$ cat src/hdl/frame_pkg.sv
package frame_pkg;

    localparam int NUM_DEV  = 8;
    localparam int NUM_SLOT = 6;
    localparam int DEV_W    = 10;             // 2-bit code + 8-bit temperature
    localparam int STAT_W   = NUM_DEV * DEV_W;
    localparam int SLOT_W   = 3;
    localparam int LEN_W    = 10;

    localparam int PADDR_W = 17;
    localparam int WIN_BIT = 16;
    localparam int SMP_AW  = 12;
    localparam int SMP_DW  = 64;
    localparam int TX_AW   = 15;

    localparam logic [3:0] BTYPE_INFO = 4'h1;
    localparam logic [3:0] BTYPE_DATA = 4'hE;

    localparam logic [TX_AW-1:0] TXA_INFO = 15'h0100;
    localparam logic [TX_AW-1:0] TXA_SLOT [NUM_SLOT] =
        '{15'h1000, 15'h2200, 15'h3400, 15'h4600, 15'h5800, 15'h6A00};
    localparam logic [SMP_AW-1:0] RXA_SLOT [NUM_SLOT] =
        '{12'h000, 12'h240, 12'h480, 12'h6C0, 12'h900, 12'hB40};

    // Payload bytes per device status code
    localparam logic [LEN_W-1:0] DLEN [4] = '{10'd0, 10'd128, 10'd256, 10'd512};

    localparam int INFO_LEN       = 14;
    localparam int HEAD_LEN       = 4;
    localparam int TRIG_LEN       = 4;
    localparam int SAMPLE_LATENCY = 2;

    localparam logic [7:0] REG_CTRL   = 8'h00;
    localparam logic [7:0] REG_STATUS = 8'h04;
    localparam logic [7:0] REG_TRIG   = 8'h08;
    localparam logic [7:0] REG_STAT0  = 8'h0C;
    localparam logic [7:0] REG_STAT1  = 8'h10;
    localparam logic [7:0] REG_STAT2  = 8'h14;

    // Builder states
    localparam logic [2:0] ST_IDLE  = 3'd0;
    localparam logic [2:0] ST_INFO  = 3'd1;
    localparam logic [2:0] ST_HEAD  = 3'd2;
    localparam logic [2:0] ST_NEXT  = 3'd3;
    localparam logic [2:0] ST_PRIME = 3'd4;
    localparam logic [2:0] ST_LOAD  = 3'd5;
    localparam logic [2:0] ST_TRIG  = 3'd6;
    localparam logic [2:0] ST_DONE  = 3'd7;

    typedef union packed {
        logic [STAT_W-1:0]             raw;
        logic [0:NUM_DEV-1][DEV_W-1:0] dev;   // Entry 0 in the top bits
    } dev_status_u;

endpackage

$ cat src/hdl/frame_builder.sv
module frame_builder (
    input  logic                         clk,
    input  logic                         rst,
    input  logic                         fs,
    input  logic [3:0]                   btype,
    input  frame_pkg::dev_status_u       dev_status,
    input  logic [31:0]                  trig_word,
    output logic                         fd,
    output logic [frame_pkg::SLOT_W-1:0] slot,
    output logic                         tx_we,
    output logic [frame_pkg::TX_AW-1:0]  tx_addr,
    output logic [7:0]                   tx_data,
    output logic [frame_pkg::SMP_AW-1:0] rx_addr,
    input  logic [frame_pkg::SMP_DW-1:0] rx_data
);
    import frame_pkg::*;

    logic [2:0]                   state;
    logic [LEN_W-1:0]             cnt;
    logic [LEN_W-1:0]             len;
    logic [$clog2(NUM_DEV)-1:0]   dev_idx;
    logic [$clog2(NUM_DEV)-1:0]   tidx;
    logic [SLOT_W-1:0]            slot_nx;
    logic [0:NUM_DEV-1][1:0]      codes;
    logic [0:NUM_DEV-1]           active;
    logic [0:NUM_DEV-1][7:0]      lanes;
    logic [0:TRIG_LEN-1][7:0]     trig_b;
    logic                         last_dev;
    logic                         wr;
    logic [7:0]                   byte_d;

    always_comb begin
        for (int i = 0; i < NUM_DEV; i++) begin
            codes[i]  = dev_status.dev[i][DEV_W-1 -: 2];
            active[i] = |dev_status.dev[i][DEV_W-1 -: 2];
        end
    end

    assign lanes    = rx_data;                  // Lane 0 is the top byte
    assign trig_b   = trig_word;
    assign tidx     = cnt[2:0] - 3'd6;          // Info bytes 6..13 carry temperatures
    assign slot_nx  = (slot == SLOT_W'(NUM_SLOT - 1)) ? '0 : slot + 1'b1;
    assign last_dev = (dev_idx == $clog2(NUM_DEV)'(NUM_DEV - 1));
    assign fd       = (state == ST_DONE);

    assign wr = (state == ST_INFO) || (state == ST_HEAD) ||
                (state == ST_LOAD) || (state == ST_TRIG);

    always_comb begin
        byte_d = lanes[dev_idx];
        case (state)
            ST_INFO: begin
                case (cnt[3:0])
                    4'd0:    byte_d = 8'h66;
                    4'd1:    byte_d = 8'hBB;
                    4'd2:    byte_d = 8'h00;
                    4'd3:    byte_d = 8'h1E;
                    4'd4:    byte_d = codes[0:3];
                    4'd5:    byte_d = codes[4:7];
                    default: byte_d = dev_status.dev[tidx][7:0];
                endcase
            end
            ST_HEAD: begin
                case (cnt[1:0])
                    2'd0:    byte_d = 8'h55;
                    2'd1:    byte_d = 8'hAA;
                    2'd2:    byte_d = active;
                    default: byte_d = 8'(slot);
                endcase
            end
            ST_TRIG: byte_d = trig_b[cnt[1:0]];
            default: ;
        endcase
    end

    always_ff @(posedge clk or posedge rst) begin
        if (rst) begin
            state   <= ST_IDLE;
            cnt     <= '0;
            dev_idx <= '0;
            slot    <= '0;
            tx_we   <= 1'b0;
        end else begin
            tx_we <= wr;
            cnt   <= cnt + 1'b1;
            case (state)
                ST_IDLE: begin
                    cnt <= '0;
                    if (fs) begin
                        if (btype == BTYPE_INFO) begin
                            state <= ST_INFO;
                        end else begin
                            state <= ST_HEAD;
                            slot  <= slot_nx;   // Slot moves before the header goes out
                        end
                    end
                end
                ST_INFO: begin
                    if (cnt == LEN_W'(INFO_LEN - 1))
                        state <= ST_DONE;
                end
                ST_HEAD: begin
                    if (cnt == LEN_W'(HEAD_LEN - 1)) begin
                        state   <= ST_NEXT;
                        dev_idx <= '0;
                    end
                end
                ST_NEXT: begin
                    cnt <= '0;
                    if (active[dev_idx])
                        state <= ST_PRIME;
                    else if (last_dev)
                        state <= ST_TRIG;
                    else
                        dev_idx <= dev_idx + 1'b1;
                end
                ST_PRIME: begin
                    // Fill the sample read pipeline
                    if (cnt == LEN_W'(SAMPLE_LATENCY - 1)) begin
                        cnt   <= '0;
                        state <= ST_LOAD;
                    end
                end
                ST_LOAD: begin
                    if (cnt == len - 1'b1) begin
                        cnt <= '0;
                        if (last_dev) begin
                            state <= ST_TRIG;
                        end else begin
                            dev_idx <= dev_idx + 1'b1;
                            state   <= ST_NEXT;
                        end
                    end
                end
                ST_TRIG: begin
                    if (cnt == LEN_W'(TRIG_LEN - 1))
                        state <= ST_DONE;
                end
                default: begin
                    if (!fs)
                        state <= ST_IDLE;
                end
            endcase
        end
    end

    always_ff @(posedge clk) begin
        tx_data <= byte_d;
        if (wr)
            tx_addr <= tx_addr + 1'b1;
        case (state)
            ST_IDLE: tx_addr <= (btype == BTYPE_INFO) ? TXA_INFO - 1'b1
                                                      : TXA_SLOT[slot_nx] - 1'b1;
            ST_NEXT: begin
                rx_addr <= RXA_SLOT[slot];
                len     <= DLEN[codes[dev_idx]];
            end
            ST_PRIME, ST_LOAD: rx_addr <= rx_addr + 1'b1;   // Runs ahead by the read latency
            default: ;
        endcase
    end

endmodule

$ cat config.mk
export PLATFORM = sky130hd
export DESIGN_NAME = frame_builder
export DESIGN_NICKNAME = d
export VERILOG_FILES = /design/src/hdl/frame_pkg.sv /design/src/hdl/frame_builder.sv
export SDC_FILE = /design/constraint.sdc
export NUM_CORES = 1
export LEC_CHECK = 0
export ABC_AREA = 1
export BUFFER_PORTS_ARGS = -buffer_cell sky130_fd_sc_hd__buf_2
export CORE_MARGIN = 1.5
export CORE_UTILIZATION = 49
export DETAILED_ROUTE_END_ITERATION = 10
export PLACE_DENSITY = 0.82
export SLEW_MARGIN = 30
export SYNTH_ARGS = -nofsm -noshare
export SYNTH_HDL_FRONTEND = slang
export SYNTH_SLANG_ARGS = --single-unit
$ cat constraint.sdc
create_clock -name clk -period 2.2 [get_ports clk]
set_input_delay 0.11 -clock clk [delete_from_list [all_inputs] [get_ports clk]]
set_output_delay 0.11 -clock clk [all_outputs]
set_load 0.01 [all_outputs]
==> summary.md, run 1 <==
| Metric | Value |
|---|---|
| Setup-violating endpoint count in the final report | 0 |
| Post-Place Cells | 1,150 |
| Source of the worst hold timing path | fs |
| Initial core utilization | 50.5% |
| Final hold violations | 0 |
| Wire length per cell | 15.0 µm |
| WP data required | 2400 ps |
| Count of maximum capacitance violations | 0 |
| Max frequency | 503 MHz |
| Worst-case clock buffer depth | 2 |
| Most common cell after layout, fill and taps aside | buf_2 |
| PortBufs | 222 |
| Remaining antenna violation count after routing | 0 |
| Predominant post-synthesis flop cell | edfxtp_1 |
| Most frequent cell on the critical path | o21ai_0 |
| IO Count | 223 |
| Fraction of synthesis flops using an asynchronous set or reset pin | 34.5% |
| Transition at the pin with the smallest max-transition slack | 808 ps |
| Max-slew violation count | 0 |
| Cell area after synthesis | 5190 µm² |
| Area growth syn-to-layout | 28.4% |
| Proportion of layout cells with a drive suffix above 1 | 27.4% |
| DRC marker count from the first detailed-route iteration | 659 |
| Minimum period implied by the final worst setup slack | 1990 ps |
| HP Class | in -> reg |
| Height of the chip | 106 µm |
| Crit path cell chain | buf_4 -> a21oi_1 -> o21ai_0 -> o21ai_0 -> inv_1 -> o21ai_0 -> inv_1 -> nor2_1 |
| Cells after Synth | 810 |
| Total detailed-routing wirelength | 17.5 mm |
| CP startpoint kind | register |
| Post-CTS Setup Repair Bufs | 0 |
| Setup CP Type | reg -> reg |
| Count of standard-cell rows | 37 |
| Timing startpoint of the critical path | dev_idx[0] |
| Chip Width | 106 µm |
| Critical path fanouts, max | 11 |
| Yosys Warn Count | 0 |
| CTS tree | yes |
| Result of the run | completed |
| Lkg Pwr | 3.35 nW |
| Setup repair after global routing missed its margin | false |
| Top cell type's share of synthesized area | 17.4% |
| Biggest area consumer among synthesized cells | edfxtp_1 |
| DRC Markers | 0 |
| Number of cells on the worst reg-to-reg path | 8 |
| Pre-Repair DR Iteration Count | 6 |
| Clock root buffer | clkbuf_8 |
| Clk sink count | 58 |
| Number of flops mapped to enable cells by yosys | 30 |
| Fin Setup TNS | 0 ps |
| Residual overflow from global routing | 0 |
| Wire length of the first global-routing pass | 27.8 mm |
| Maximum ir drop on the vdd rail | 549 µV |
| Arrival time at the worst endpoint | 2190 ps |
| Setup Slack @ Placement | 217 ps |
| Vias after detailed routing | 6,504 |
| Highest-delay cell along the critical path | dfrtp_1 |
| Leading cell types in the layout, fill and taps excluded | 222 x buf_2, 194 x nand2_1, 103 x nor2_1, 97 x nand3_1, 92 x o21ai_0 |
| Hold WS | 45.5 ps |
| Number of nets in the final layout | 1,219 |
| CTS HTree Levels | 3 |
| Crit share post-route | 90.4% |
| Worst Hold Path Cells | 2 |
| Power per standard cell area | 1390 nW/µm² |
| Crit Reg-Reg Startpoint | dev_idx[0] |
| Area of the die | 11,200 µm² |
| Via count of the first global-routing pass | 5,823 |
| Cell types with the largest area share after synthesis | edfxtp_1 17%, nand2_1 14%, dfrtp_1 9.6%, nand3_1 9.4%, o21ai_0 8.9% |
| DP Wirelength | 13.9 mm |
| CP Capture Type | register |
| Mean instance size in the synthesized netlist | 6.40 µm² |
| Diode count | 0 |
| Syn Nets | 1,003 |
| Share of the yosys chip area belonging to registers | 30.1% |
| Slew headroom | 46.1% |
| Number of synthesized register bits | 58 |
| Non-filler instance count after layout | 1,167 |
| Gpl congestion | 0.982 |
| Area of the core | 10,300 µm² |
| CTS buffer count | 9 |
| Antenna violations before repair | 0 |
| Global Route Usage Sum | 31.2% |
| Clock transition at path regs | 70 ps |
| Vias per cell | 5.57 |
| Unique masters post-synth | 46 |
| Maximum number of pins on one net before global-route repair | 44 |
| Clk_lat worst skew | 340 ps |
| CP max stage delay | 490 ps |
| Setup WS post-layout | 210 ps |
| Clock tree skew after final layout | 7.36 ps |
## synth_stat cells, types with 2 or more instances
library cell and number:
o21ai_0 92, o21ai_1 2, nand3_1 97, nand2_2 5, xor2_1 7, a21o_1 2, nor2_1 103, nand4_1 10
dfrtp_1 20, nor2_2 6, nand3b_1 9, ha_1 10, edfxtp_1 30, clkinv_1 2, nor2_4 4, o22ai_1 13
clkbuf_1 16, buf_1 3, inv_2 7, o211ai_1 6, nand2_1 194, xnor2_1 5, buf_2 14, nor3_1 10
inv_1 73, o21bai_1 2, dfxtp_1 8, a21oi_1 26, a32o_1 2, o221ai_1 13, a31oi_1 3, o21ai_2 2
## metal layers
layer / wire length [µm] / global-route usage (%) / vias to the layer above
li1: - / - / 3170
met1: 7150 / 39.6 / 2968
met3: 1470 / 7.54 / 50
met4: 449 / 9.75 / 0
met5: 0 / 0 / -
met2: 8400 / 52.4 / 316
## what timing repair did
| action | in CTS | in global routing |
|---|---|---|
| hold buffers | 1 | 0 |
| setup endpoints to repair | 0 | 1 |
| gates resized for setup | 0 | 1 |
| endpoints found under the hold margin | 20 | 0 |
## sequential cells by signal, indices dropped and copies added (netlist names)
name,cells
cnt,10
rx_addr,12
tx_data,8
tx_we,1
dev_idx,3
tx_addr,15
state,3
len,3
slot,3
## final timing paths
path                            slack (ps)       to
worst min register to register         560   cnt[0]
worst max register to register         210   len[9]
worst min-delay path                    50  slot[2]
worst max-delay path                   210   len[9]
min in group asynchronous              470  slot[0]
max in group asynchronous             1170   cnt[0]
## through the flow
step,cell area (µm²),total power [mW],utilization [%]
after floorplan,5190,6.28,-
after global placement,6440,7.95,62.7
after detailed placement,6440,8.04,62.7
after CTS,6660,9.15,64.8
after global routing,6660,10.1,64.8
final,6660,9.23,64.8
## critical path: cells and delay by family, from the launching register on
family                 cells  cell delay, ps
AO/OA/AOI/OAI              4             820
flip-flops                 1             490
buffers and inverters      3             410
AND/OR/NAND/NOR            1             130
## cells by family (layout without fill, tap and decap cells)
family | count (synthesis) | count (layout) | share of synthesized area [%]
xor+xnor | 12 | 12 | 2.03
fa+ha+maj | 10 | 10 | 2.41
mux | 1 | 1 | 0.193
simple gates | 445 | 445 | 37.6
flops | 58 | 58 | 30.1
buf+inv | 116 | 337 | 8.80
compound gates | 168 | 168 | 18.8
## cell type report
class,count,area (µm²)
Clock buffer,10,128
Clock inverter,6,81.3
Fill cell,940,3620
Inverter,82,308
Multi-Input combinational cell,636,3170
Sequential cell,58,1560
Tap cell,136,170
Timing Repair Buffer,239,1240
## report_power, final
group / leakage, nW / switching (mW) / internal (mW)
combinational: 2.63 / 3.77 / 2.02
clock: 0.104 / 0.443 / 0.630
sequential: 0.616 / 0.504 / 1.87
total: 3.35 / 4.71 / 4.52
(Power assumes the default switching activity.)
==> run 2: changes to the inputs <==
--- a/config.mk
+++ b/config.mk
@@ -6,11 +6,11 @@
 export NUM_CORES = 1
 export LEC_CHECK = 0
 export ABC_AREA = 1
-export BUFFER_PORTS_ARGS = -buffer_cell sky130_fd_sc_hd__buf_2
 export CORE_MARGIN = 1.5
-export CORE_UTILIZATION = 49
+export CORE_UTILIZATION = 62
 export DETAILED_ROUTE_END_ITERATION = 10
-export PLACE_DENSITY = 0.82
+export DONT_BUFFER_PORTS = 1
+export PLACE_DENSITY = 0.78
 export SLEW_MARGIN = 30
 export SYNTH_ARGS = -nofsm -noshare
 export SYNTH_HDL_FRONTEND = slang
==> summary.md, run 2 (same netlist as run 1, synthesis figures left out) <==
| Metric | Value |
|---|---|
| Vias per cell | 6.22 |
| Count of maximum capacitance violations | 0 |
| Number of flip-flops in the largest register | 15 |
| Setup CP Type | reg -> reg |
| Vias after detailed routing | 5,695 |
| Proportion of layout cells with a drive suffix above 1 | 7.54% |
| Clock root buffer | clkbuf_8 |
| Via count of the first global-routing pass | 5,281 |
| Quantity of gates resized following cts | 0 |
| Hold WS | 35.6 ps |
| Sequential cell area in the final layout | 1560 µm² |
| Power per standard cell area | 1620 nW/µm² |
| Residual overflow from global routing | 0 |
| Global routing usage on met1 | 47.5% |
| End point of the critical path | state[1] |
| Area of the die | 8920 µm² |
| Setup WS post-layout | 211 ps |
| CTS buffer count | 9 |
| R2R Path End | state[1] |
| Fraction of power consumed by combinational cells | 56.8% |
| Non-filler instance count after layout | 915 |
| Pre-Repair DR Iteration Count | 6 |
| Lkg Pwr | 2.49 nW |
| Crit path cell chain | ha_1 -> nand4_2 -> nor2_2 -> nand3_1 -> nand2_1 -> nand2_2 -> nor2_2 -> nand2_1 -> nand2_1 -> nand2_1 |
| Chip Width | 94.5 µm |
| Setup Slack @ Placement | 295 ps |
| Most frequent cell on the critical path | nand2_1 |
| Total detailed-routing wirelength | 16.7 mm |
| Area taken by multi-input logic gates | 3170 µm² |
| IO Count | 223 |
| Clk_lat worst skew | 350 ps |
| Critical path fanouts, max | 6 |
| CTS HTree Levels | 3 |
| Leading cell types in the layout, fill and taps excluded | 194 x nand2_1, 103 x nor2_1, 97 x nand3_1, 92 x o21ai_0, 73 x inv_1 |
| Post-Place Cells | 896 |
| Crit share post-route | 90.4% |
| Internal Dissipation | 4.29 mW |
| Most common cell after layout, fill and taps aside | nand2_1 |
| DRC marker count from the first detailed-route iteration | 442 |
| Minimum period implied by the final worst setup slack | 1990 ps |
| Share of power burned in registers | 29.2% |
| Net Sw Power | 4.69 mW |
| Clock transition at path regs | 70 ps |
| Worst Hold Path Cells | 3 |
| Timing startpoint of the critical path | cnt[0] |
| DP Wirelength | 13.1 mm |
| Arrival time at the worst endpoint | 2220 ps |
| Post-CTS Setup Repair Bufs | 0 |
| Largest registers | tx_addr: 15 flops, rx_addr: 12 flops, cnt: 10 flops |
| Wire length of the first global-routing pass | 25.9 mm |
| CP Capture Type | register |
| Wire length per cell | 18.3 µm |
| Result of the run | completed |
| Clk sink count | 58 |
| Area growth syn-to-layout | 7.07% |
| Number of cells on the worst reg-to-reg path | 10 |
| Remaining antenna violation count after routing | 0 |
| Minimum setup slack among reg-to-reg paths | 210 ps |
| Clk network pwr share | 14.0% |
| Max-slew violation count | 0 |
| CTS tree | yes |
| Final hold violations | 0 |
| Global routing's busiest layer | met2 |
| Height of the chip | 94.5 µm |
| Share of total power consumed by net switching | 52.2% |
| Global Route Usage Sum | 37.6% |
| Number of nets in the final layout | 997 |
| Highest-delay cell along the critical path | dfrtp_1 |
| CP startpoint kind | register |
| Fin Setup TNS | 0 ps |
| DRC Markers | 0 |
| PortBufs | 0 |
| CP max stage delay | 450 ps |
| Count of standard-cell rows | 33 |
| Slew headroom | 47.6% |
| Register ranked first by flip-flop count | tx_addr |
| Antenna violations before repair | 1 |
| Filler instances | 738 |
| Final core utilization | 67.9% |
| Initial core utilization | 63.5% |
| Crit Reg-Reg Startpoint | cnt[0] |
| Transition at the pin with the smallest max-transition slack | 784 ps |
| Worst-case clock buffer depth | 2 |
| Routing usage on met3 | 8.86% |
| Met2 demand-to-capacity share in global routing | 61.4% |
| Maximum number of pins on one net before global-route repair | 51 |
| Gpl congestion | 0.957 |
| Maximum ir drop on the vdd rail | 763 µV |
| HP Class | in -> reg |
| Max frequency | 503 MHz |
| Clock tree skew after final layout | 14.8 ps |
| WP data required | 2430 ps |
| Setup-violating endpoint count in the final report | 0 |
| Area of the core | 8180 µm² |
| Setup repair after global routing missed its margin | false |
==> run 2: routing by layer <==
layer	routed length, µm	share of wire (%)	up-vias
met5	0	0	-
met3	1480	8.8	42
li1	-	-	2732
met4	594	3.6	0
met2	8000	48	309
met1	6650	40	2612
==> run 2: worst min-delay path by stage <==
stage                         from         end  slack (ps)
floorplan                      rst      cnt[0]          70
global placement               rst    state[2]         180
detailed placement             rst    state[2]         180
CTS                             fs     slot[0]          30
global route        dev_status[58]  tx_data[2]         100
finish                          fs     slot[0]          40
==> run 2: critical path: cells and delay by family, from the launching register on <==
| family | cells | cell delay [ps] |
|---|---|---|
| and+or+nand+nor | 9 | 1120 |
| DFF | 1 | 450 |
| adders and majority gates | 1 | 310 |
==> run 2: layout make-up <==
class / instances / share of cell area, %
diodes: 1 / 0.0451
clock buffers: 9 / 2.23
clock inverters: 7 / 2.25
inverters: 82 / 5.54
multi-input cells: 636 / 57.1
flip-flops and latches: 58 / 28.1
well taps: 105 / 2.37
repair buffers: 17 / 2.39
==> run 2: through the flow <==
stage	instance area (µm²)	power (mW)
after floorplan	5190	6.28
after global placement	5280	7.44
after detailed placement	5280	7.62
after CTS	5550	8.88
after global routing	5550	9.74
final	5550	8.98
==> run 2: timing repair <==
action | CTS | global route
hold buffers | 2 | 0
endpoints found under the hold margin | 22 | 0
setup endpoints to repair | 0 | 0
==> run 2: power by group through the flow <==
| stage | registers [mW] | clock network, mW | logic [mW] |
|---|---|---|---|
| after floorplan | 2.42 | 0 | 3.86 |
| after global placement | 2.62 | 0 | 4.83 |
| after detailed placement | 2.64 | 0 | 4.98 |
| after CTS | 2.62 | 1.26 | 5.01 |
| after global routing | 2.68 | 1.31 | 5.75 |
| final | 2.62 | 1.26 | 5.10 |
