### config.mk
export PLATFORM = sky130hd
export DESIGN_NAME = frame_regs
export DESIGN_NICKNAME = d
export VERILOG_FILES = /design/src/hdl/frame_pkg.sv /design/src/hdl/frame_regs.sv
export SDC_FILE = /design/constraint.sdc
export NUM_CORES = 1
export LEC_CHECK = 0
export ABC_AREA = 0
export BUFFER_PORTS_ARGS = -buffer_cell sky130_fd_sc_hd__buf_2
export CORE_MARGIN = 2
export CORE_UTILIZATION = 29
export CTS_CLUSTER_SIZE = 40
export DETAILED_ROUTE_END_ITERATION = 8
export GPL_TIMING_DRIVEN = 0
export PLACE_DENSITY = 0.56
export SKIP_LAST_GASP = 1
export SLEW_MARGIN = 20
export SYNTH_ARGS = -nofsm -noshare
export SYNTH_HDL_FRONTEND = slang
export SYNTH_SLANG_ARGS = --single-unit
### constraint.sdc
create_clock -name clk -period 4.4 [get_ports clk]
set_clock_uncertainty 0.05 [all_clocks]
set_input_delay 0.44 -clock clk [delete_from_list [all_inputs] [get_ports clk]]
set_output_delay 0.44 -clock clk [all_outputs]
set_load 0.02 [all_outputs]
### src/hdl/frame_pkg.sv
package frame_pkg;

    localparam int NUM_DEV  = 8;
    localparam int NUM_SLOT = 6;
    localparam int DEV_W    = 10;             // 2-bit code + 8-bit temperature
    localparam int STAT_W   = NUM_DEV * DEV_W;
    localparam int SLOT_W   = 3;
    localparam int LEN_W    = 10;

    localparam int PADDR_W = 17;
    localparam int WIN_BIT = 16;
    localparam int SMP_AW  = 12;
    localparam int SMP_DW  = 64;
    localparam int TX_AW   = 15;

    localparam logic [3:0] BTYPE_INFO = 4'h1;
    localparam logic [3:0] BTYPE_DATA = 4'hE;

    localparam logic [TX_AW-1:0] TXA_INFO = 15'h0100;
    localparam logic [TX_AW-1:0] TXA_SLOT [NUM_SLOT] =
        '{15'h1000, 15'h2200, 15'h3400, 15'h4600, 15'h5800, 15'h6A00};
    localparam logic [SMP_AW-1:0] RXA_SLOT [NUM_SLOT] =
        '{12'h000, 12'h240, 12'h480, 12'h6C0, 12'h900, 12'hB40};

    // Payload bytes per device status code
    localparam logic [LEN_W-1:0] DLEN [4] = '{10'd0, 10'd128, 10'd256, 10'd512};

    localparam int INFO_LEN       = 14;
    localparam int HEAD_LEN       = 4;
    localparam int TRIG_LEN       = 4;
    localparam int SAMPLE_LATENCY = 2;

    localparam logic [7:0] REG_CTRL   = 8'h00;
    localparam logic [7:0] REG_STATUS = 8'h04;
    localparam logic [7:0] REG_TRIG   = 8'h08;
    localparam logic [7:0] REG_STAT0  = 8'h0C;
    localparam logic [7:0] REG_STAT1  = 8'h10;
    localparam logic [7:0] REG_STAT2  = 8'h14;

    // Builder states
    localparam logic [2:0] ST_IDLE  = 3'd0;
    localparam logic [2:0] ST_INFO  = 3'd1;
    localparam logic [2:0] ST_HEAD  = 3'd2;
    localparam logic [2:0] ST_NEXT  = 3'd3;
    localparam logic [2:0] ST_PRIME = 3'd4;
    localparam logic [2:0] ST_LOAD  = 3'd5;
    localparam logic [2:0] ST_TRIG  = 3'd6;
    localparam logic [2:0] ST_DONE  = 3'd7;

    typedef union packed {
        logic [STAT_W-1:0]             raw;
        logic [0:NUM_DEV-1][DEV_W-1:0] dev;   // Entry 0 in the top bits
    } dev_status_u;

endpackage

### src/hdl/frame_regs.sv
module frame_regs (
    input  logic                          clk,
    input  logic                          rst,
    input  logic                          psel,
    input  logic                          penable,
    input  logic                          pwrite,
    input  logic [frame_pkg::PADDR_W-1:0] paddr,
    input  logic [31:0]                   pwdata,
    output logic [31:0]                   prdata,
    output logic                          pready,
    output logic                          pslverr,
    input  logic                          fd,
    output logic                          fs,
    output logic [3:0]                    btype,
    output logic [31:0]                   trig_word,
    output frame_pkg::dev_status_u        dev_status,
    input  logic [frame_pkg::SLOT_W-1:0]  slot,
    output logic [frame_pkg::TX_AW-1:0]   win_addr,
    input  logic [7:0]                    win_data
);
    import frame_pkg::*;

    logic        win_sel;
    logic        setup;
    logic        win_wait;
    logic        wr_en;
    logic        start_req;
    logic        start_bad;
    logic        done;
    logic [31:0] rd_mux;

    assign win_sel   = paddr[WIN_BIT];
    assign setup     = psel & ~penable;
    assign win_wait  = psel & penable & ~pready & win_sel;   // RAM data valid here
    assign wr_en     = psel & penable & pready & pwrite & ~win_sel;
    assign win_addr  = paddr[TX_AW-1:0];

    assign start_req = pwrite && (paddr[7:0] == REG_CTRL) && pwdata[0];
    assign start_bad = fs || ((pwdata[7:4] != BTYPE_INFO) && (pwdata[7:4] != BTYPE_DATA));

    always_comb begin
        case (paddr[7:0])
            REG_CTRL:   rd_mux = {24'd0, btype, 3'd0, fs};
            REG_STATUS: rd_mux = {24'd0, 1'b0, slot, 2'b00, done, fs};
            REG_TRIG:   rd_mux = trig_word;
            REG_STAT0:  rd_mux = dev_status.raw[STAT_W-1 -: 32];
            REG_STAT1:  rd_mux = dev_status.raw[STAT_W-33 -: 32];
            REG_STAT2:  rd_mux = {16'd0, dev_status.raw[15:0]};
            default:    rd_mux = 32'd0;
        endcase
    end

    // Register replies are decided in the setup phase, window replies one cycle late
    always_ff @(posedge clk or posedge rst) begin
        if (rst) begin
            pready  <= 1'b0;
            pslverr <= 1'b0;
        end else begin
            pready  <= (setup & ~win_sel) | win_wait;
            pslverr <= setup & ~win_sel & start_req & start_bad;
        end
    end

    always_ff @(posedge clk) begin
        if (setup && !win_sel)
            prdata <= rd_mux;
        else if (win_wait)
            prdata <= {24'd0, win_data};
    end

    always_ff @(posedge clk or posedge rst) begin
        if (rst) begin
            fs         <= 1'b0;
            done       <= 1'b0;
            btype      <= 4'd0;
            trig_word  <= 32'd0;
            dev_status <= '0;
        end else begin
            if (fd) begin
                fs   <= 1'b0;
                done <= 1'b1;
            end
            if (wr_en) begin
                case (paddr[7:0])
                    REG_CTRL: begin
                        if (pwdata[0] && !pslverr) begin
                            fs    <= 1'b1;
                            done  <= 1'b0;
                            btype <= pwdata[7:4];
                        end
                    end
                    REG_TRIG:  trig_word <= pwdata;
                    REG_STAT0: dev_status.raw[STAT_W-1 -: 32] <= pwdata;
                    REG_STAT1: dev_status.raw[STAT_W-33 -: 32] <= pwdata;
                    REG_STAT2: dev_status.raw[15:0] <= pwdata[15:0];
                    default: ;
                endcase
            end
        end
    end

endmodule

==> results.yml, run 1 <==
status:
  status: "complete, no violations"
cts:
  cts_tree: "done"
  cts_htree_levels: 4
  cts_root_buffer: "clkbuf_16"
  cts_resized: 0
  insertion_delay_ns: 0.42
  cts_buffer_depth: 2
  numClockSinks: 152
  post_cts_buffers: 0
  numCtsBuffers: 17
  clk_pin_slew_ns: 0.06
  cts_hold_buf: 1
power:
  power_mw: 3.173
  ir_drop_uv: 215.0
  cellLeakagePower_nw: 4.518
  power.density_nw_per_um2: 360.1
floorplanning:
  io_pins: 232
  fp.dieH_um: 155.3
  die_area_um2: 24130
  core_area_um2: 22570
  die_w_um: 155.3
  initial_utilization_pct: 29.43
  core.rowCount: 55
detailed_routing:
  vias_per_cell: 4.874
  vias: 4869
  drt_pass1_iterations: 8
  routed_wl_um: 19700
  drc: 0
  wl_per_cell_um: 19.72
  ant_nets: 0
  drt-initial-drc-count: 198
critical_path:
  cp_max_fo: 10
  critical_path.slowest_cell: "nor3_1"
  cp_slowest_stage_delay_ns: 0.58
  critPathMostFrequentCell: "buf_2"
  critPathKind: "in -> reg"
  cp-end-kind: "flop"
  r2r_cells: 6
  critPathArrivalTime_ns: 3.02
  r2r_slack_ns: 2.14
  start_kind: "input pin"
  crit-reg2reg-capture: "dev_status[5]"
  cp_top_family: "simple AND/OR/NAND/NOR gates"
  r2r_start: "pready"
  crit_buf_inv: 3
  crit_cells: 7
  worstPathCellList: "buf_2 > or4_1 > buf_2 > nor3_1 > nand2_1 > clkbuf_1 > nor2_1"
  crit_required_ns: 4.62
synth:
  yosysSeqAreaShare_pct: 59.67
  yosysWarnings: 0
  syn-cell-area_um2: 6643
  synthCells: 457
  avgSynthCellArea_um2: 14.54
  synth_compound_area_share_pct: 6.969
  ys_ff_latch: 152
  synth_xor_area_share_pct: 0
  synth-simple-area-share_pct: 5.349
  synth.distinct_cells: 42
  synth_top_family_by_area: "multiplexers"
  syn_nets: 523
  synth_edf_count: 32
  ys.flop_type: "dfrtp_1"
  yosys.area_share.adder_pct: 0
  synthMuxAreaShare_pct: 23.71
  async_reset_ff_share_pct: 78.95
finish:
  multi_input_area_um2: 2395
  drive_above_1_share_pct: 53.36
  diodes: 0
  nets: 767
  fillerInstances: 2247
  register_area_um2: 3964
  stdcell_count: 999
  syn_to_final_growth_pct: 32.64
global_route:
  use_met1_pct: 22.19
  busiest_layer: "met2"
  antenna_found_initial: 4
  grt_max_degree: 67
  globalRouteOverflowTotal: 0
  met3_usage_pct: 5.766
  grt_pass1_vias: 4866
  grt_pass1_wl_um: 29810
  grtUsageTotal_pct: 16.50
  use_met2_pct: 25.68
worst_hold_path:
  hold_start: "fd"
  hp-class: "in -> reg"
  min_delay_path_depth: 2
  min_to: "fs"
timing:
  setup-tns-final_ns: 0
  setup_viol: 0
  period_share_pct: 63.73
  report.final.slew_viol_count: 0
  hold_slack_ns: 0.1730
  worstMarginPinSlew_ns: 0.8971
  hold_viol_final: 0
  rsz0062_at_grt: "false"
  finalCriticalPeriod_ns: 2.804
  fmax_ghz: 0.3566
  relSlewSlack_pct: 39.70
flow_run:
  maxCapViolCount: 0
placed_design:
  port_buffers: 222
  place_inst: 966
  dp_hpwl_um: 14040
  place_congestion: 0.7555
sequential cells by signal, indices dropped and copies added, names as in the netlist:
name / count
done: 1
trig_word: 32
btype: 4
fs: 1
prdata: 32
pslverr: 1
dev_status: 80
pready: 1
through the flow:
stage / util, % / area, µm² / worst slack, ns
final: 39.04 / 8811 / 1.596
after detailed placement: 36.21 / 8174 / 1.087
after global routing: 39.04 / 8811 / 1.308
after CTS: 39.04 / 8811 / 1.525
after floorplan: - / 6643 / 0.7242
after global placement: 35.93 / 8110 / -0.9678
layer usage:
metal	share of wire [%]	vias up
met5	0.11	-
met4	0.71	4
met3	7.5	12
met2	47	180
met1	45	2475
li1	-	2198
layout make-up:
cell class,count,share of cell area (%)
clock inverter,7,0.8804
timing repair buffer,225,13.35
inverter,6,0.3408
multi-input combinational,256,27.18
clock buffer,25,6.234
buffer,43,2.982
sequential,152,44.99
tap,285,4.047
worst max-delay path by stage:
stage / start / to / slack (ns)
finish: paddr[7] / prdata[26] / 1.60
global route: penable / prdata[21] / 1.31
CTS: paddr[7] / prdata[23] / 1.53
detailed placement: paddr[7] / prdata[23] / 1.09
global placement: rst / dev_status[30] / -0.97
floorplan: rst / btype[0] / 0.72
power by group:
part | internal, mW | switching [mW]
registers | 1.45 | 0.00471
clock network | 0.931 | 0.599
logic | 0.0661 | 0.119
kinds of logic (layout without fill, tap and decap cells):
logic type             after synthesis  count (layout)
muxes                              139             139
DFF                                152             152
and+or+nand+nor                     61              61
buffers and inverters               49             306
AOI/OAI and AO/OA                   56              56
cells in the final DEF, fill, tap and decap left out, drive strengths merged:
cell | synthesis | routed
mux4 | 3 | 3
dfrtp | 120 | 120
clkbuf | 11 | 36
inv | 6 | 7
and2 | 1 | 1
a22o | 7 | 7
nor4bb | 1 | 1
a2bb2oi | 1 | 1
a31oi | 1 | 1
mux2 | 117 | 117
nand3b | 1 | 1
nand2b | 2 | 2
edfxtp | 32 | 32
o21ai | 3 | 3
bufinv | 0 | 1
nor2 | 31 | 31
buf | 32 | 256
nor2b | 1 | 1
nand2 | 9 | 9
nor3 | 1 | 1
o21a | 3 | 3
o221ai | 1 | 1
a22oi | 9 | 9
a21oi | 1 | 1
dlygate4sd3 | 0 | 1
nand3 | 1 | 1
mux2i | 19 | 19
nor4 | 2 | 2
nand4b | 2 | 2
o22ai | 6 | 6
or3b | 1 | 1
and4b | 2 | 2
a222oi | 16 | 16
o2bb2ai | 8 | 8
nor4b | 2 | 2
nor3b | 3 | 3
clkinvlp | 0 | 2
or4 | 1 | 1
clkinv | 0 | 3
synthesized netlist by cell type, types with 2 or more instances:
cell | number | area, µm²
a222oi_1 | 16 | 160.2
a22o_1 | 7 | 61.31
a22oi_1 | 9 | 67.56
and4b_1 | 2 | 20.02
buf_1 | 5 | 18.77
buf_2 | 5 | 25.02
buf_4 | 19 | 142.6
buf_6 | 3 | 33.78
clkbuf_1 | 10 | 37.54
dfrtp_1 | 120 | 3003
edfxtp_1 | 32 | 960.9
inv_1 | 6 | 22.52
mux2_1 | 30 | 337.8
mux2_2 | 87 | 979.7
mux2i_1 | 19 | 190.2
mux4_2 | 3 | 67.56
nand2_1 | 9 | 33.78
nand2b_1 | 2 | 12.51
nand4b_1 | 2 | 17.52
nor2_1 | 31 | 116.4
nor3b_4 | 2 | 37.54
nor4_2 | 2 | 25.02
o21a_1 | 3 | 22.52
o21ai_0 | 3 | 15.01
o22ai_1 | 6 | 37.54
o2bb2ai_1 | 8 | 70.07
Power figures use the tool's default switching activity.
==> run 2: changes to the inputs <==
--- a/config.mk
+++ b/config.mk
@@ -12,7 +12,7 @@
 export CTS_CLUSTER_SIZE = 40
 export DETAILED_ROUTE_END_ITERATION = 8
 export GPL_TIMING_DRIVEN = 0
-export PLACE_DENSITY = 0.56
+export PLACE_DENSITY = 0.58
 export SKIP_LAST_GASP = 1
 export SLEW_MARGIN = 20
 export SYNTH_ARGS = -nofsm -noshare
==> constraint.sdc (replaced) <==
create_clock -name clk -period 2.4 [get_ports clk]
set_clock_uncertainty 0.05 [all_clocks]
set_input_delay 0.24 -clock clk [delete_from_list [all_inputs] [get_ports clk]]
set_output_delay 0.24 -clock clk [all_outputs]
set_load 0.02 [all_outputs]
==> run 2 against run 1 <==
Wire length is 0.95% higher. Critical path depth is 1 higher. Sequential power rose by 83%. Via count rose by 1.5%. Global-route usage about the same. Largest power group is now sequential cells.
==> results.yml, run 2 (synthesis gave the netlist of run 1 again) <==
status:
  status: "complete, no violations"
detailed_routing:
  drc: 0
  wl_per_cell_um: 19.63
  drt_pass1_iterations: 6
  ant_nets: 0
  vias: 4941
  drt-initial-drc-count: 283
  vias_per_cell: 4.878
  routed_wl_um: 19880
timing:
  relSlewSlack_pct: 45.03
  worstMarginPinSlew_ns: 0.8216
  report.final.slew_viol_count: 0
  setup_viol: 0
  period_share_pct: 94.91
  finalCriticalPeriod_ns: 2.278
  rsz0062_at_grt: "true"
  fmax_ghz: 0.4390
  hold_viol_final: 0
placed_design:
  placed_area_um2: 8215
  place_congestion: 0.7845
  dp_hpwl_um: 14240
  port_buffers: 222
cts:
  numClockSinks: 152
  cts_htree_levels: 4
  numCtsBuffers: 17
  cts_tree: "done"
  cts_buffer_depth: 2
  insertion_delay_ns: 0.42
  clk_pin_slew_ns: 0.07
  cts_root_buffer: "clkbuf_16"
finish:
  syn_to_final_growth_pct: 34.22
  final_common_cell: "buf_2"
  final_cell_area_um2: 8916
  largest_reg_flops: 80
  drive_above_1_share_pct: 53.93
  reg_top3: "dev_status x80, prdata x32, trig_word x32"
  post-route-util_pct: 39.50
  top_register: "dev_status"
  nets: 778
  mostFrequentLayoutCells: "buf_2 (228), dfrtp_1 (120), mux2_2 (87)"
global_route:
  grtUsageTotal_pct: 16.50
  grt_pass1_vias: 4946
  antenna_found_initial: 4
  globalRouteOverflowTotal: 0
  grt_pass1_wl_um: 30030
  grt_max_degree: 31
floorplanning:
  die_w_um: 155.3
  core.rowCount: 55
  die_area_um2: 24130
  io_pins: 232
  fp.dieH_um: 155.3
  initial_utilization_pct: 29.43
  core_area_um2: 22570
critical_path:
  critPathArrivalTime_ns: 2.53
  cp-end-kind: "flop"
  start_kind: "input pin"
  crit_required_ns: 2.65
  critPathKind: "in -> reg"
  cp_max_fo: 10
power:
  ir_drop_uv: 396.3
  cellLeakagePower_nw: 4.557
  power.density_nw_per_um2: 637.6
flow_run:
  maxCapViolCount: 0
worst_hold_path:
  hp-class: "in -> reg"
-- run 2: area by class of cell --
cell class / count / area (µm²)
fill: 2179 / 13660
sequential: 152 / 3964
multi-input combinational: 256 / 2435
timing repair buffer: 236 / 1294
clock buffer: 18 / 429.2
tap: 285 / 356.6
buffer: 43 / 265.3
clock inverter: 14 / 138.9
inverter: 6 / 26.28
antenna: 3 / 7.507
-- run 2: timing repair --
action | 4_1_cts | 5_1_grt
endpoints found under the setup margin | 75 | 62
gates resized for setup | 6 | 4
buffers inserted | 0 | 3
hold endpoints to repair | 66 | 0
hold buffers | 6 | 0
pin swaps | 0 | 2
-- run 2: path summary, 6_finish.rpt --
check	to	cells past startpoint	start	slack (ns)
worst max-delay path	dev_status[7]	8	paddr[7]	0.12
worst min-delay path	trig_word[28]	2	pwdata[28]	0.02
worst max register to register	dev_status[7]	6	pready	0.18
worst min register to register	done	1	done	0.44
max in group asynchronous	trig_word[30]	5	rst	1.41
min in group asynchronous	dev_status[12]	3	rst	0.24
-- run 2: per-layer routing --
metal	global-route usage, %	routed length [µm]	vias to the layer above
met3	4.429	1302	21
met4	5.461	272	4
met5	0	27	-
li1	-	-	2230
met1	21.43	8874	2496
met2	26.78	9408	190
-- run 2: worst max-delay path, cell delays in order --
cell and delay (ns):
buf_2 0.10, or4_1 0.52, buf_2 0.22, nor4_4 0.32
and4b_1 0.23, buf_2 0.25, buf_4 0.28, mux2_2 0.36
-- run 2: where the power goes --
group | leakage, nW | total, mW | internal, mW | switching (mW)
Sequential | 1.98 | 2.67 | 2.66 | 0.00911
Clock | 0.266 | 2.65 | 1.46 | 1.20
Combinational | 2.31 | 0.361 | 0.135 | 0.226
-- run 2: metrics by stage --
stage	total power [mW]	setup TNS [ns]	worst slack [ns]	hold WS [ns]	std cells
global placement	3.056	-91.55	-0.7776	0.3904	964
global route	5.889	-0.2079	-0.04610	0.02175	1010
floorplan	2.899	0	0.1909	0.2864	457
detailed placement	3.077	-56.86	-0.7817	0.1294	969
finish	5.685	0	0.1223	0.02185	1013
CTS	5.755	0	0.001682	0.005021	1007
==> run 3: changes to the inputs <==
--- a/config.mk
+++ b/config.mk
@@ -7,12 +7,15 @@
 export LEC_CHECK = 0
 export ABC_AREA = 0
 export BUFFER_PORTS_ARGS = -buffer_cell sky130_fd_sc_hd__buf_2
+export CELL_PAD_IN_SITES_DETAIL_PLACEMENT = 0
+export CELL_PAD_IN_SITES_GLOBAL_PLACEMENT = 1
 export CORE_MARGIN = 2
 export CORE_UTILIZATION = 29
+export CTS_BUF_LIST = sky130_fd_sc_hd__clkbuf_4 sky130_fd_sc_hd__clkbuf_8
 export CTS_CLUSTER_SIZE = 40
 export DETAILED_ROUTE_END_ITERATION = 8
 export GPL_TIMING_DRIVEN = 0
-export PLACE_DENSITY = 0.58
+export PLACE_DENSITY = 0.69
 export SKIP_LAST_GASP = 1
 export SLEW_MARGIN = 20
 export SYNTH_ARGS = -nofsm -noshare
==> run 3 against run 2 <==
Via count rose by 0.30%. Non-clock buffer count rose by 25. Power fell by 12%. Combinational power is 10% higher.
==> results.yml, run 3 (synthesis gave the netlist of run 1 again) <==
critical_path:
  r2r_slack_ns: 0.30
  r2r_cells: 5
  r2r_start: "pready"
  critPathCapture: "trig_word[2]"
  crit_required_ns: 2.67
  crit_start: "paddr[7]"
  cp-end-kind: "flop"
  start_kind: "input pin"
  critPathArrivalTime_ns: 2.63
  cp_max_fo: 10
  critPathKind: "in -> reg"
  crit-reg2reg-capture: "dev_status[19]"
finish:
  mostFrequentLayoutCells: "buf_2 (227), dfrtp_1 (120), mux2_2 (87)"
  syn_to_final_growth_pct: 35.37
  nets: 803
  reg_top3: "dev_status x80, prdata x32, trig_word x32"
  top_register: "dev_status"
  register_area_um2: 3964
  final_common_cell: "buf_2"
  stdcell_count: 1036
  drive_above_1_share_pct: 52.13
  largest_reg_flops: 80
  multi_input_area_um2: 2441
  fillerInstances: 2224
  final_cell_area_um2: 8992
cts:
  numClockSinks: 152
  cts_buffer_depth: 2
  cts_root_buffer: "clkbuf_8"
  cts_tree: "done"
  numCtsBuffers: 17
  insertion_delay_ns: 0.45
  clk_pin_slew_ns: 0.08
  cts_htree_levels: 4
timing:
  report.final.slew_viol_count: 0
  relSlewSlack_pct: 38.96
  period_share_pct: 98.17
  setup_viol: 0
  hold_viol_final: 0
  worstMarginPinSlew_ns: 0.9123
  fmax_ghz: 0.4244
  rsz0062_at_grt: "false"
  fin_ws_ns: 0.04385
  hold_slack_ns: 0.03981
  finalCriticalPeriod_ns: 2.356
power:
  power.density_nw_per_um2: 554.7
  comb_power_share_pct: 8.0
  p_sw_share_pct: 25.95
  ir_drop_uv: 312.1
  power_mw: 4.988
  p_int_mw: 3.694
  cellLeakagePower_nw: 4.595
  switchingPower_mw: 1.294
  p_seq_share_pct: 53.5
  power_frac_clock_pct: 38.5
floorplanning:
  fp.dieH_um: 155.3
  die_area_um2: 24130
  io_pins: 232
  die_w_um: 155.3
  core.rowCount: 55
  core_area_um2: 22570
  initial_utilization_pct: 29.43
placed_design:
  post-place-ws_ns: -1.052
  port_buffers: 222
  placed_area_um2: 8223
  place_inst: 969
  place_congestion: 0.7593
  dp_hpwl_um: 14490
global_route:
  grt_pass1_vias: 5100
  grt_max_degree: 32
  grtUsageTotal_pct: 16.85
  grt_pass1_wl_um: 30460
  globalRouteOverflowTotal: 0
  antenna_found_initial: 1
worst_hold_path:
  hp-class: "in -> reg"
  min_delay_path_depth: 2
detailed_routing:
  vias_per_cell: 4.784
  vias: 4956
  drc: 0
  wl_per_cell_um: 19.41
  drt_pass1_iterations: 7
  drt-initial-drc-count: 315
  ant_nets: 0
  routed_wl_um: 20110
flow_run:
  maxCapViolCount: 0
status:
  status: "complete, no violations"
[run 3: final cells by class]
cell class | count | area share, %
clock inverter | 14 | 1.517
multi-input combinational | 256 | 27.15
antenna | 1 | 0.02783
buffer | 43 | 2.964
tap | 285 | 3.965
timing repair buffer | 261 | 17.25
inverter | 6 | 0.2922
clock buffer | 18 | 2.755
sequential | 152 | 44.08
[run 3: power by group through the flow]
stage               clock (mW)  combinational (mW)  sequential, mW
floorplan                    0               0.142            2.76
global placement             0               0.335            2.72
detailed placement           0               0.358            2.72
CTS                       1.99               0.402            2.67
global route              2.10               0.433            2.67
finish                    1.92               0.397            2.67
[run 3: worst min path at each step]
stage,start,endpoint,slack (ns)
2_1_floorplan,fd,fs,0.29
3_3_place_gp,fd,fs,0.41
3_5_place_dp,rst,trig_word[4],0.21
4_1_cts,win_data[5],prdata[5],0.003
5_1_grt,win_data[6],prdata[6],0.01
6_report,win_data[5],prdata[5],0.04
[run 3: stage by stage]
step	util, %	setup TNS, ns
floorplan	-	0
global placement	35.95	-98.42
detailed placement	36.43	-62.56
CTS	39.61	-0.07907
global route	39.84	0
finish	39.84	0
[run 3: what timing repair did]
action                                  4_1_cts  5_1_grt
hold buffers                                 31        0
endpoints found under the setup margin       56       28
setup buffers                                 0        3
pin swaps                                     0        2
resized for setup                             4        4
endpoints found under the hold margin       102        0
[run 3: metal layers]
layer  part of all wire [%]  wire length (µm)  global-route usage, %  up-vias
met5                      0                 0                      0        -
met4                    1.8               352                  5.330        0
met3                    6.2              1252                  4.903       23
met2                     49              9859                  28.04      182
met1                     43              8642                  21.18     2487
li1                       -                 -                      -     2264
[run 3: critical path, cell delays in order]
cell	delay (ns)
buf_2	0.10
or4_1	0.58
buf_2	0.24
nor3b_4	0.47
nor3b_4	0.42
buf_6	0.24
mux2_1	0.33
